<file path="config.mk">
export PLATFORM = sky130hd
export DESIGN_NAME = la_host_link
export DESIGN_NICKNAME = d
export VERILOG_FILES = /design/src/common/la_config_pkg.sv /design/src/common/la_protocol_pkg.sv /design/src/source/la_host_link.sv /design/src/source/la_response_writer.sv /design/src/parser/la_config_regs.sv /design/src/parser/la_frame_parser.sv
export SDC_FILE = /design/constraint.sdc
export NUM_CORES = 1
export LEC_CHECK = 0
export ABC_CLOCK_PERIOD_IN_PS = 6900
export BUFFER_PORTS_ARGS = -buffer_cell sky130_fd_sc_hd__buf_2
export CORE_UTILIZATION = 55
export CTS_BUF_LIST = sky130_fd_sc_hd__clkbuf_4
export DETAILED_ROUTE_END_ITERATION = 7
export PLACE_DENSITY = 0.79
export SETUP_SLACK_MARGIN = 0.05
export SYNTH_ARGS = -nofsm -noshare
export SYNTH_HDL_FRONTEND = slang
export SYNTH_SLANG_ARGS = --single-unit
export TNS_END_PERCENT = 20
</file>
<file path="constraint.sdc">
create_clock -name clk -period 6.9 [get_ports clk]
set_input_delay 1.38 -clock clk [delete_from_list [all_inputs] [get_ports clk]]
set_output_delay 1.38 -clock clk [all_outputs]
set_load 0.1 [all_outputs]
</file>
<file path="src/common/la_config_pkg.sv">
// analyzer settings definitions

package la_config_pkg;

  localparam int CFG_WIDTH        = 32;
  localparam int NIBBLES_PER_WORD = 8;

  typedef enum logic [2:0] {
    SET_TRIGGER,
    SET_TRIGGER_MASK,
    SET_TRIGGER_AFTER,
    SET_TRIGGER_EDGE,
    SET_BOTH_EDGES,
    SET_REPEAT_COUNT
  } la_setting_e;

  typedef struct packed {
    logic [CFG_WIDTH-1:0] trigger;
    logic [CFG_WIDTH-1:0] trigger_mask;
    logic [CFG_WIDTH-1:0] trigger_after;
    logic [CFG_WIDTH-1:0] trigger_edge;
    logic [CFG_WIDTH-1:0] both_edges;
    logic [CFG_WIDTH-1:0] repeat_count;
  } la_config_t;

  // strobe fields are single cycle pulses
  typedef struct packed {
    logic        shift;
    la_setting_e setting;
    logic [3:0]  nibble;
    logic        last;
    logic        write_enable;
    logic        enable_value;
    logic        clear_enable;
  } la_config_cmd_t;

endpackage

</file>
<file path="src/common/la_protocol_pkg.sv">
// host link protocol definitions

package la_protocol_pkg;

  // frame bytes
  localparam logic [7:0] START_ID        = 8'h4C;  // "L"
  localparam logic [7:0] RESPONSE_ID     = 8'h53;  // "S"
  localparam logic [7:0] LINE_FEED       = 8'h0A;
  localparam logic [7:0] CARRIAGE_RETURN = 8'h0D;
  localparam logic [7:0] HEX_0           = 8'h30;  // "0"

  // command letters
  localparam logic [7:0] CMD_PING                = 8'h50;  // "P"
  localparam logic [7:0] CMD_WRITE_TRIGGER       = 8'h54;  // "T"
  localparam logic [7:0] CMD_WRITE_MASK          = 8'h4D;  // "M"
  localparam logic [7:0] CMD_WRITE_TRIGGER_AFTER = 8'h41;  // "A"
  localparam logic [7:0] CMD_WRITE_TRIGGER_EDGE  = 8'h45;  // "E"
  localparam logic [7:0] CMD_WRITE_BOTH_EDGES    = 8'h42;  // "B"
  localparam logic [7:0] CMD_WRITE_REPEAT_COUNT  = 8'h52;  // "R"
  localparam logic [7:0] CMD_SET_ENABLE          = 8'h4E;  // "N"
  localparam logic [7:0] CMD_GET_ENABLE          = 8'h47;  // "G"

  // status byte of a response
  localparam logic [7:0] RESPONSE_SUCCESS = 8'h4F;  // "O"
  localparam logic [7:0] RESPONSE_FAIL    = 8'h46;  // "F"

  // one response frame, from parser to writer
  typedef struct packed {
    logic [7:0] status;
    logic       has_arg;  // arg byte goes out between status and CR
    logic [7:0] arg;
  } la_response_t;

endpackage
</file>
<file path="src/source/la_host_link.sv">
// logic analyzer host command link

module la_host_link (
  input  logic                      clk,
  input  logic                      rst,
  input  logic                      rx_strobe,
  input  logic [7:0]                rx_data,
  input  logic                      tx_full,
  output logic                      tx_strobe,
  output logic [7:0]                tx_data,
  input  logic                      disable_uart,
  output la_config_pkg::la_config_t settings,
  output logic                      set_strobe,
  output logic                      enable
);
  import la_protocol_pkg::*;
  import la_config_pkg::*;

  la_config_cmd_t cfg_cmd;
  la_response_t   resp;
  logic           resp_start;
  logic           resp_done;

  la_frame_parser u_parser (
    .clk        (clk),
    .rst        (rst),
    .rx_strobe  (rx_strobe),
    .rx_data    (rx_data),
    .enable     (enable),
    .resp_done  (resp_done),
    .cfg_cmd    (cfg_cmd),
    .resp_start (resp_start),
    .resp       (resp)
  );

  la_config_regs u_regs (
    .clk          (clk),
    .rst          (rst),
    .cfg_cmd      (cfg_cmd),
    .disable_uart (disable_uart),
    .settings     (settings),
    .set_strobe   (set_strobe),
    .enable       (enable)
  );

  // bytes arriving while this runs are dropped by the parser
  la_response_writer u_writer (
    .clk        (clk),
    .rst        (rst),
    .resp_start (resp_start),
    .resp       (resp),
    .tx_full    (tx_full),
    .tx_strobe  (tx_strobe),
    .tx_data    (tx_data),
    .resp_done  (resp_done)
  );

endmodule

</file>
<file path="src/source/la_response_writer.sv">
// response frame transmitter

module la_response_writer (
  input  logic                          clk,
  input  logic                          rst,
  input  logic                          resp_start,
  input  la_protocol_pkg::la_response_t resp,
  input  logic                          tx_full,
  output logic                          tx_strobe,
  output logic [7:0]                    tx_data,
  output logic                          resp_done
);
  import la_protocol_pkg::*;

  typedef enum logic [2:0] {
    W_IDLE,
    W_ID,
    W_STATUS,
    W_ARG,
    W_CR,
    W_LF
  } write_state_e;

  write_state_e  state;
  write_state_e  next_state;
  la_response_t  req;
  logic [7:0]    cur_byte;
  logic          sending;

  // the id byte may leave on the same clock that samples resp_start
  assign sending = (state != W_IDLE) || resp_start;

  always_comb begin
    cur_byte   = RESPONSE_ID;
    next_state = W_STATUS;
    case (state)
      W_STATUS: begin
        cur_byte   = req.status;
        next_state = req.has_arg ? W_ARG : W_CR;
      end
      W_ARG: begin
        cur_byte   = req.arg;
        next_state = W_CR;
      end
      W_CR: begin
        cur_byte   = CARRIAGE_RETURN;
        next_state = W_LF;
      end
      W_LF: begin
        cur_byte   = LINE_FEED;
        next_state = W_IDLE;
      end
      default: begin
      end
    endcase
  end

  always_ff @(posedge clk) begin
    if (state == W_IDLE && resp_start) begin
      req <= resp;
    end
    if (sending && !tx_full) begin
      tx_data <= cur_byte;
    end
  end

  always_ff @(posedge clk) begin
    if (rst) begin
      state     <= W_IDLE;
      tx_strobe <= 1'b0;
      resp_done <= 1'b0;
    end else begin
      tx_strobe <= 1'b0;
      resp_done <= 1'b0;
      if (sending && !tx_full) begin
        tx_strobe <= 1'b1;
        state     <= next_state;
        resp_done <= (state == W_LF);
      end else if (state == W_IDLE && resp_start) begin
        // stalled before the id byte
        state <= W_ID;
      end
    end
  end

  a_no_write_when_full: assert property (@(posedge clk) disable iff (rst)
    tx_strobe |-> !$past(tx_full));

endmodule

</file>
<file path="src/parser/la_config_regs.sv">
// analyzer setting registers

module la_config_regs (
  input  logic                          clk,
  input  logic                          rst,
  input  la_config_pkg::la_config_cmd_t cfg_cmd,
  input  logic                          disable_uart,
  output la_config_pkg::la_config_t     settings,
  output logic                          set_strobe,
  output logic                          enable
);
  import la_config_pkg::*;

  // digits collect here so an aborted frame leaves the settings alone
  logic [CFG_WIDTH-1:0] stage;
  logic [CFG_WIDTH-1:0] word;

  assign word = {stage[CFG_WIDTH-5:0], cfg_cmd.nibble};

  always_ff @(posedge clk) begin
    if (cfg_cmd.shift) begin
      stage <= word;
    end
  end

  always_ff @(posedge clk) begin
    if (rst) begin
      settings   <= '0;
      set_strobe <= 1'b0;
    end else begin
      set_strobe <= cfg_cmd.shift && cfg_cmd.last;
      if (cfg_cmd.shift && cfg_cmd.last) begin
        case (cfg_cmd.setting)
          SET_TRIGGER:       settings.trigger       <= word;
          SET_TRIGGER_MASK:  settings.trigger_mask  <= word;
          SET_TRIGGER_AFTER: settings.trigger_after <= word;
          SET_TRIGGER_EDGE:  settings.trigger_edge  <= word;
          SET_BOTH_EDGES:    settings.both_edges    <= word;
          SET_REPEAT_COUNT:  settings.repeat_count  <= word;
          default: begin
          end
        endcase
      end
    end
  end

  // disable wins over a write in the same cycle
  always_ff @(posedge clk) begin
    if (rst) begin
      enable <= 1'b0;
    end else if (disable_uart || cfg_cmd.clear_enable) begin
      enable <= 1'b0;
    end else if (cfg_cmd.write_enable) begin
      enable <= cfg_cmd.enable_value;
    end
  end

  a_set_strobe_pulse: assert property (@(posedge clk) disable iff (rst)
    set_strobe |=> !set_strobe);

endmodule

</file>
<file path="src/parser/la_frame_parser.sv">
// host command frame parser

module la_frame_parser (
  input  logic                          clk,
  input  logic                          rst,
  input  logic                          rx_strobe,
  input  logic [7:0]                    rx_data,
  input  logic                          enable,
  input  logic                          resp_done,
  output la_config_pkg::la_config_cmd_t cfg_cmd,
  output logic                          resp_start,
  output la_protocol_pkg::la_response_t resp
);
  import la_protocol_pkg::*;
  import la_config_pkg::*;

  typedef enum logic [2:0] {
    ST_IDLE,
    ST_READ_CMD,
    ST_READ_HEX,
    ST_READ_ENABLE,
    ST_AWAIT_LF,
    ST_SEND
  } parse_state_e;

  parse_state_e                          state;
  la_setting_e                           setting_sel;
  logic [$clog2(NIBBLES_PER_WORD)-1:0]   digit_cnt;
  logic                                  resp_pending;
  logic                                  early_lf;

  // ascii hex to nibble, uppercase letters only
  function automatic logic [3:0] hex_to_nibble(input logic [7:0] c);
    logic [7:0] v;
    v = (c >= 8'h41) ? (c - 8'h37) : (c - 8'h30);
    return v[3:0];
  endfunction

  function automatic la_setting_e letter_to_setting(input logic [7:0] c);
    la_setting_e s;
    case (c)
      CMD_WRITE_MASK:          s = SET_TRIGGER_MASK;
      CMD_WRITE_TRIGGER_AFTER: s = SET_TRIGGER_AFTER;
      CMD_WRITE_TRIGGER_EDGE:  s = SET_TRIGGER_EDGE;
      CMD_WRITE_BOTH_EDGES:    s = SET_BOTH_EDGES;
      CMD_WRITE_REPEAT_COUNT:  s = SET_REPEAT_COUNT;
      default:                 s = SET_TRIGGER;
    endcase
    return s;
  endfunction

  // line feed ends any frame that is not waiting for it
  assign early_lf = rx_strobe && (rx_data == LINE_FEED) &&
                    !(state inside {ST_AWAIT_LF, ST_SEND});

  always_ff @(posedge clk) begin
    if (rst) begin
      state        <= ST_IDLE;
      setting_sel  <= SET_TRIGGER;
      digit_cnt    <= '0;
      cfg_cmd      <= '0;
      resp_start   <= 1'b0;
      resp_pending <= 1'b0;
    end else begin
      cfg_cmd.shift        <= 1'b0;
      cfg_cmd.write_enable <= 1'b0;
      cfg_cmd.clear_enable <= 1'b0;
      resp_start           <= 1'b0;

      if (early_lf) begin
        state <= ST_IDLE;
      end else begin
        case (state)
          ST_IDLE: begin
            if (rx_strobe && rx_data == START_ID) begin
              state <= ST_READ_CMD;
            end
          end
          ST_READ_CMD: begin
            if (rx_strobe) begin
              resp.has_arg <= 1'b0;
              case (rx_data)
                CMD_PING: begin
                  resp.status <= RESPONSE_SUCCESS;
                  state       <= ST_AWAIT_LF;
                end
                CMD_WRITE_TRIGGER, CMD_WRITE_MASK, CMD_WRITE_TRIGGER_AFTER,
                CMD_WRITE_TRIGGER_EDGE, CMD_WRITE_BOTH_EDGES,
                CMD_WRITE_REPEAT_COUNT: begin
                  // analyzer stops while its settings change
                  cfg_cmd.clear_enable <= 1'b1;
                  setting_sel          <= letter_to_setting(rx_data);
                  digit_cnt            <= '0;
                  state                <= ST_READ_HEX;
                end
                CMD_SET_ENABLE: begin
                  state <= ST_READ_ENABLE;
                end
                CMD_GET_ENABLE: begin
                  resp.status  <= RESPONSE_SUCCESS;
                  resp.has_arg <= 1'b1;
                  resp.arg     <= HEX_0 + {7'b0, enable};
                  state        <= ST_AWAIT_LF;
                end
                default: begin
                  resp.status <= RESPONSE_FAIL;
                  state       <= ST_AWAIT_LF;
                end
              endcase
            end
          end
          ST_READ_HEX: begin
            if (rx_strobe) begin
              cfg_cmd.shift   <= 1'b1;
              cfg_cmd.setting <= setting_sel;
              cfg_cmd.nibble  <= hex_to_nibble(rx_data);
              cfg_cmd.last    <= (int'(digit_cnt) == NIBBLES_PER_WORD - 1);
              digit_cnt       <= digit_cnt + 1'b1;
              if (int'(digit_cnt) == NIBBLES_PER_WORD - 1) begin
                resp.status  <= RESPONSE_SUCCESS;
                resp.has_arg <= 1'b0;
                state        <= ST_AWAIT_LF;
              end
            end
          end
          ST_READ_ENABLE: begin
            if (rx_strobe) begin
              resp.has_arg <= 1'b0;
              if (rx_data == HEX_0 || rx_data == HEX_0 + 8'd1) begin
                cfg_cmd.write_enable <= 1'b1;
                cfg_cmd.enable_value <= rx_data[0];
                resp.status          <= RESPONSE_SUCCESS;
              end else begin
                resp.status <= RESPONSE_FAIL;
              end
              state <= ST_AWAIT_LF;
            end
          end
          ST_AWAIT_LF: begin
            // anything but the line feed is dropped here
            if (rx_strobe && rx_data == LINE_FEED) begin
              state <= ST_SEND;
            end
          end
          ST_SEND: begin
            if (!resp_pending) begin
              resp_start   <= 1'b1;
              resp_pending <= 1'b1;
            end
            if (resp_done) begin
              resp_pending <= 1'b0;
              state        <= ST_IDLE;
            end
          end
          default: begin
            state <= ST_IDLE;
          end
        endcase
      end
    end
  end

  // one request at a time until the writer reports the line feed
  a_single_request: assert property (@(posedge clk) disable iff (rst)
    resp_start |=> (!resp_start until resp_done));

endmodule

</file>
==> metrics <==
status=finished, final reports clean; DIE AREA=18,300 sq um; Total Power=3050 uW; fin crit share=0.419; TritonCTS clock tree=done; WL met3=2100 microns; final net count=1,358; synthesis-to-finish area growth=20.3%; Met1 Wirelength=11,300 microns; Setup CP Type=reg2out; Peak VDD IR=128 uV; part of the Yosys area used for sequential elements=0.591; synth unique cells=58; Vias/cell=5.47; cts bufs inserted=68; Via Count=8,798; Post CTS Setup Buffer Count=0; Overflow after GRT=0; Final Skew=0.0532 ns; site row count=48; post-synth top area share=0.456; Routed WL=26,800 microns; #FFs+latches synth=266; routed len/inst=16.7 microns; gr usage total=0.287; Post-synth EDFFs=44; final core utilization=0.679; Starting Density=0.564; clock sinks=266; Syn Std Cell Area=9750 sq um; I/O pin count=216; Placed Area=10,900 sq um; max_cap viols=0; first-pass GRT wire length=40,600 microns; top routing layer in use=met4; synth warn=0; max-slew violation count=0; Final Hold Fails=0; Hold Crit Class=reg2reg; antenna violations before repair=1; GP Congestion=0.899; Synth area leaders=dfxtp_1, nand2_1, edfxtp_1; leading area contributor after synthesis=dfxtp_1; Core ar.=17,300 sq um; Residual DRC=0; syn_area_per_cell=8.68 sq um; Critical Path RT=5.52 ns; number of hold buffers added after cts=0; met2 routed WL=12,700 microns; RSZ-0062 raised after global routing=no; post-CTS sizing=0; most frequent cells in the layout=nand2_1, dfxtp_1, buf_2, a21oi_1, clkbuf_4; H-tree Lvls=3; Worst setup EP type=primary output; cell family with most CP delay=buffers and inverters; CP Launch Type=flip-flop; Worst EP arrival=1.51 ns; Port Buffers=215; Rel. slew slack=0.178; largest net degree at the start of global routing=124; Synth async-reset ratio=0; Tmin final=2.89 ns; final instance area=11,700 sq um; crit path cell chain=buf_2; Clock Tree Buf Depth=3; CP max FO=2; fillers=1,415; 1st-pass router iterations=5; die width=135 microns; vias in the first global route=7,893; TNS Setup=0 ns; Die Ht=135 microns; antenna viol nets, final=0; worst-margin pin slew=1.23 ns; share of cells above drive strength 1=0.248; critical path buffer and inverter count=1; root buffer cell=clkbuf_4; Worst-path clk slew=0.06 ns; Syn Inst Count=1,124; power per cell area=260 nW/um^2; Lkg Pwr=0.00471 uW; Post-synth top flop=dfxtp_1; most common cell after layout, fill and taps aside=nand2_1; Achievable Freq=346 MHz; HPWL after DPL=17,100 microns; crit path max-delay cell type=buf_2; Syn Nets=1,144; clk_lat worst skew=0.67 ns; Final setup viols=0; Slowest Stage Delay on Critical Path=0.46 ns; Iter 0 DRT Violations=638
## per-layer routing
metal,up-vias,GRT usage
met5,-,0
met4,0,0.138
met3,50,0.0584
met2,405,0.462
met1,4125,0.369
li1,4218,-
## final timing paths
check | start | end | slack (ns) | cells past startpoint
max | u_regs.settings[0]$_SDFFE_PP0P_ | settings[0] | 4.01 | 1
min | u_parser.cfg_cmd[0]$_SDFF_PP0_ | u_regs.enable$_SDFFE_PP0P_ | 0.39 | 1
max reg2reg | u_parser.cfg_cmd[11]$_SDFF_PP0_ | u_regs.settings[97]$_SDFFE_PP0P_ | 4.28 | 4
min reg2reg | u_parser.cfg_cmd[0]$_SDFF_PP0_ | u_regs.enable$_SDFFE_PP0P_ | 0.39 | 1
## stage by stage
step	cells	hold slack, ns	worst slack, ns
2_1_floorplan	1124	0.373	3.90
3_3_place_gp	1493	0.381	3.46
3_5_place_dp	1493	0.387	3.40
4_1_cts	1606	0.394	3.97
5_1_grt	1607	0.404	3.90
6_report	1607	0.391	4.01
## registers in the layout, summed over array words and instances, names as in the netlist
| signal | count |
|---|---|
| u_parser.state | 3 |
| u_regs.stage | 28 |
| u_writer.tx_data | 8 |
| u_writer.resp_done | 1 |
| u_writer.state | 3 |
| u_parser.resp | 4 |
| u_regs.set_strobe | 1 |
| u_parser.setting_sel | 3 |
| u_writer.tx_strobe | 1 |
| u_parser.resp_start | 1 |
| u_parser.digit_cnt | 3 |
| u_regs.settings | 192 |
| u_regs.enable | 1 |
| u_parser.resp_pending | 1 |
| u_writer.req | 4 |
| u_parser.cfg_cmd | 12 |
## synth_stat cells, types with 3 or more instances
| master | n |
|---|---|
| buf_2 | 5 |
| dfxtp_1 | 222 |
| a31oi_1 | 4 |
| a21oi_1 | 210 |
| nand3_1 | 8 |
| nor2b_1 | 6 |
| edfxtp_1 | 44 |
| nand3b_1 | 4 |
| and2_1 | 3 |
| nor3_1 | 4 |
| ha_1 | 7 |
| nor4_1 | 3 |
| and3_1 | 4 |
| nand4_1 | 5 |
| nor2_1 | 23 |
| clkbuf_1 | 74 |
| mux2i_1 | 6 |
| a211o_1 | 3 |
| o21ai_0 | 13 |
| nand2_1 | 405 |
| a211oi_1 | 3 |
| nand2b_1 | 10 |
| nor3b_1 | 4 |
| o41ai_1 | 3 |
| inv_1 | 10 |
## where the power goes
part | internal, uW | switching [uW] | total, uW | leakage [uW]
Clock | 718 | 604 | 1320 | 0.000508
Sequential | 1580 | 20.2 | 1600 | 0.00218
Combinational | 40.8 | 80.3 | 121 | 0.00202
## logic make-up after synthesis
family	Yosys count	synth area share
mux	7	0.00770
fa+ha+maj	7	0.00898
other cells	1	0.000384
flops	266	0.591
buf+inv	91	0.0360
compound gates	257	0.144
simple gates	495	0.212
## cell type report
class                           count  area, sq um  share of cell area
Multi-Input combinational cell    767         3650               0.311
Timing Repair Buffer              225         1160              0.0986
Sequential cell                   266         5770               0.491
Inverter                           10         37.5             0.00320
Antenna cell                        1         2.50            0.000213
Clock buffer                      104          781              0.0665
Clock inverter                      9         61.3             0.00522
Tap cell                          225          282              0.0240
Note: power is estimated with default switching activity, not from simulation.
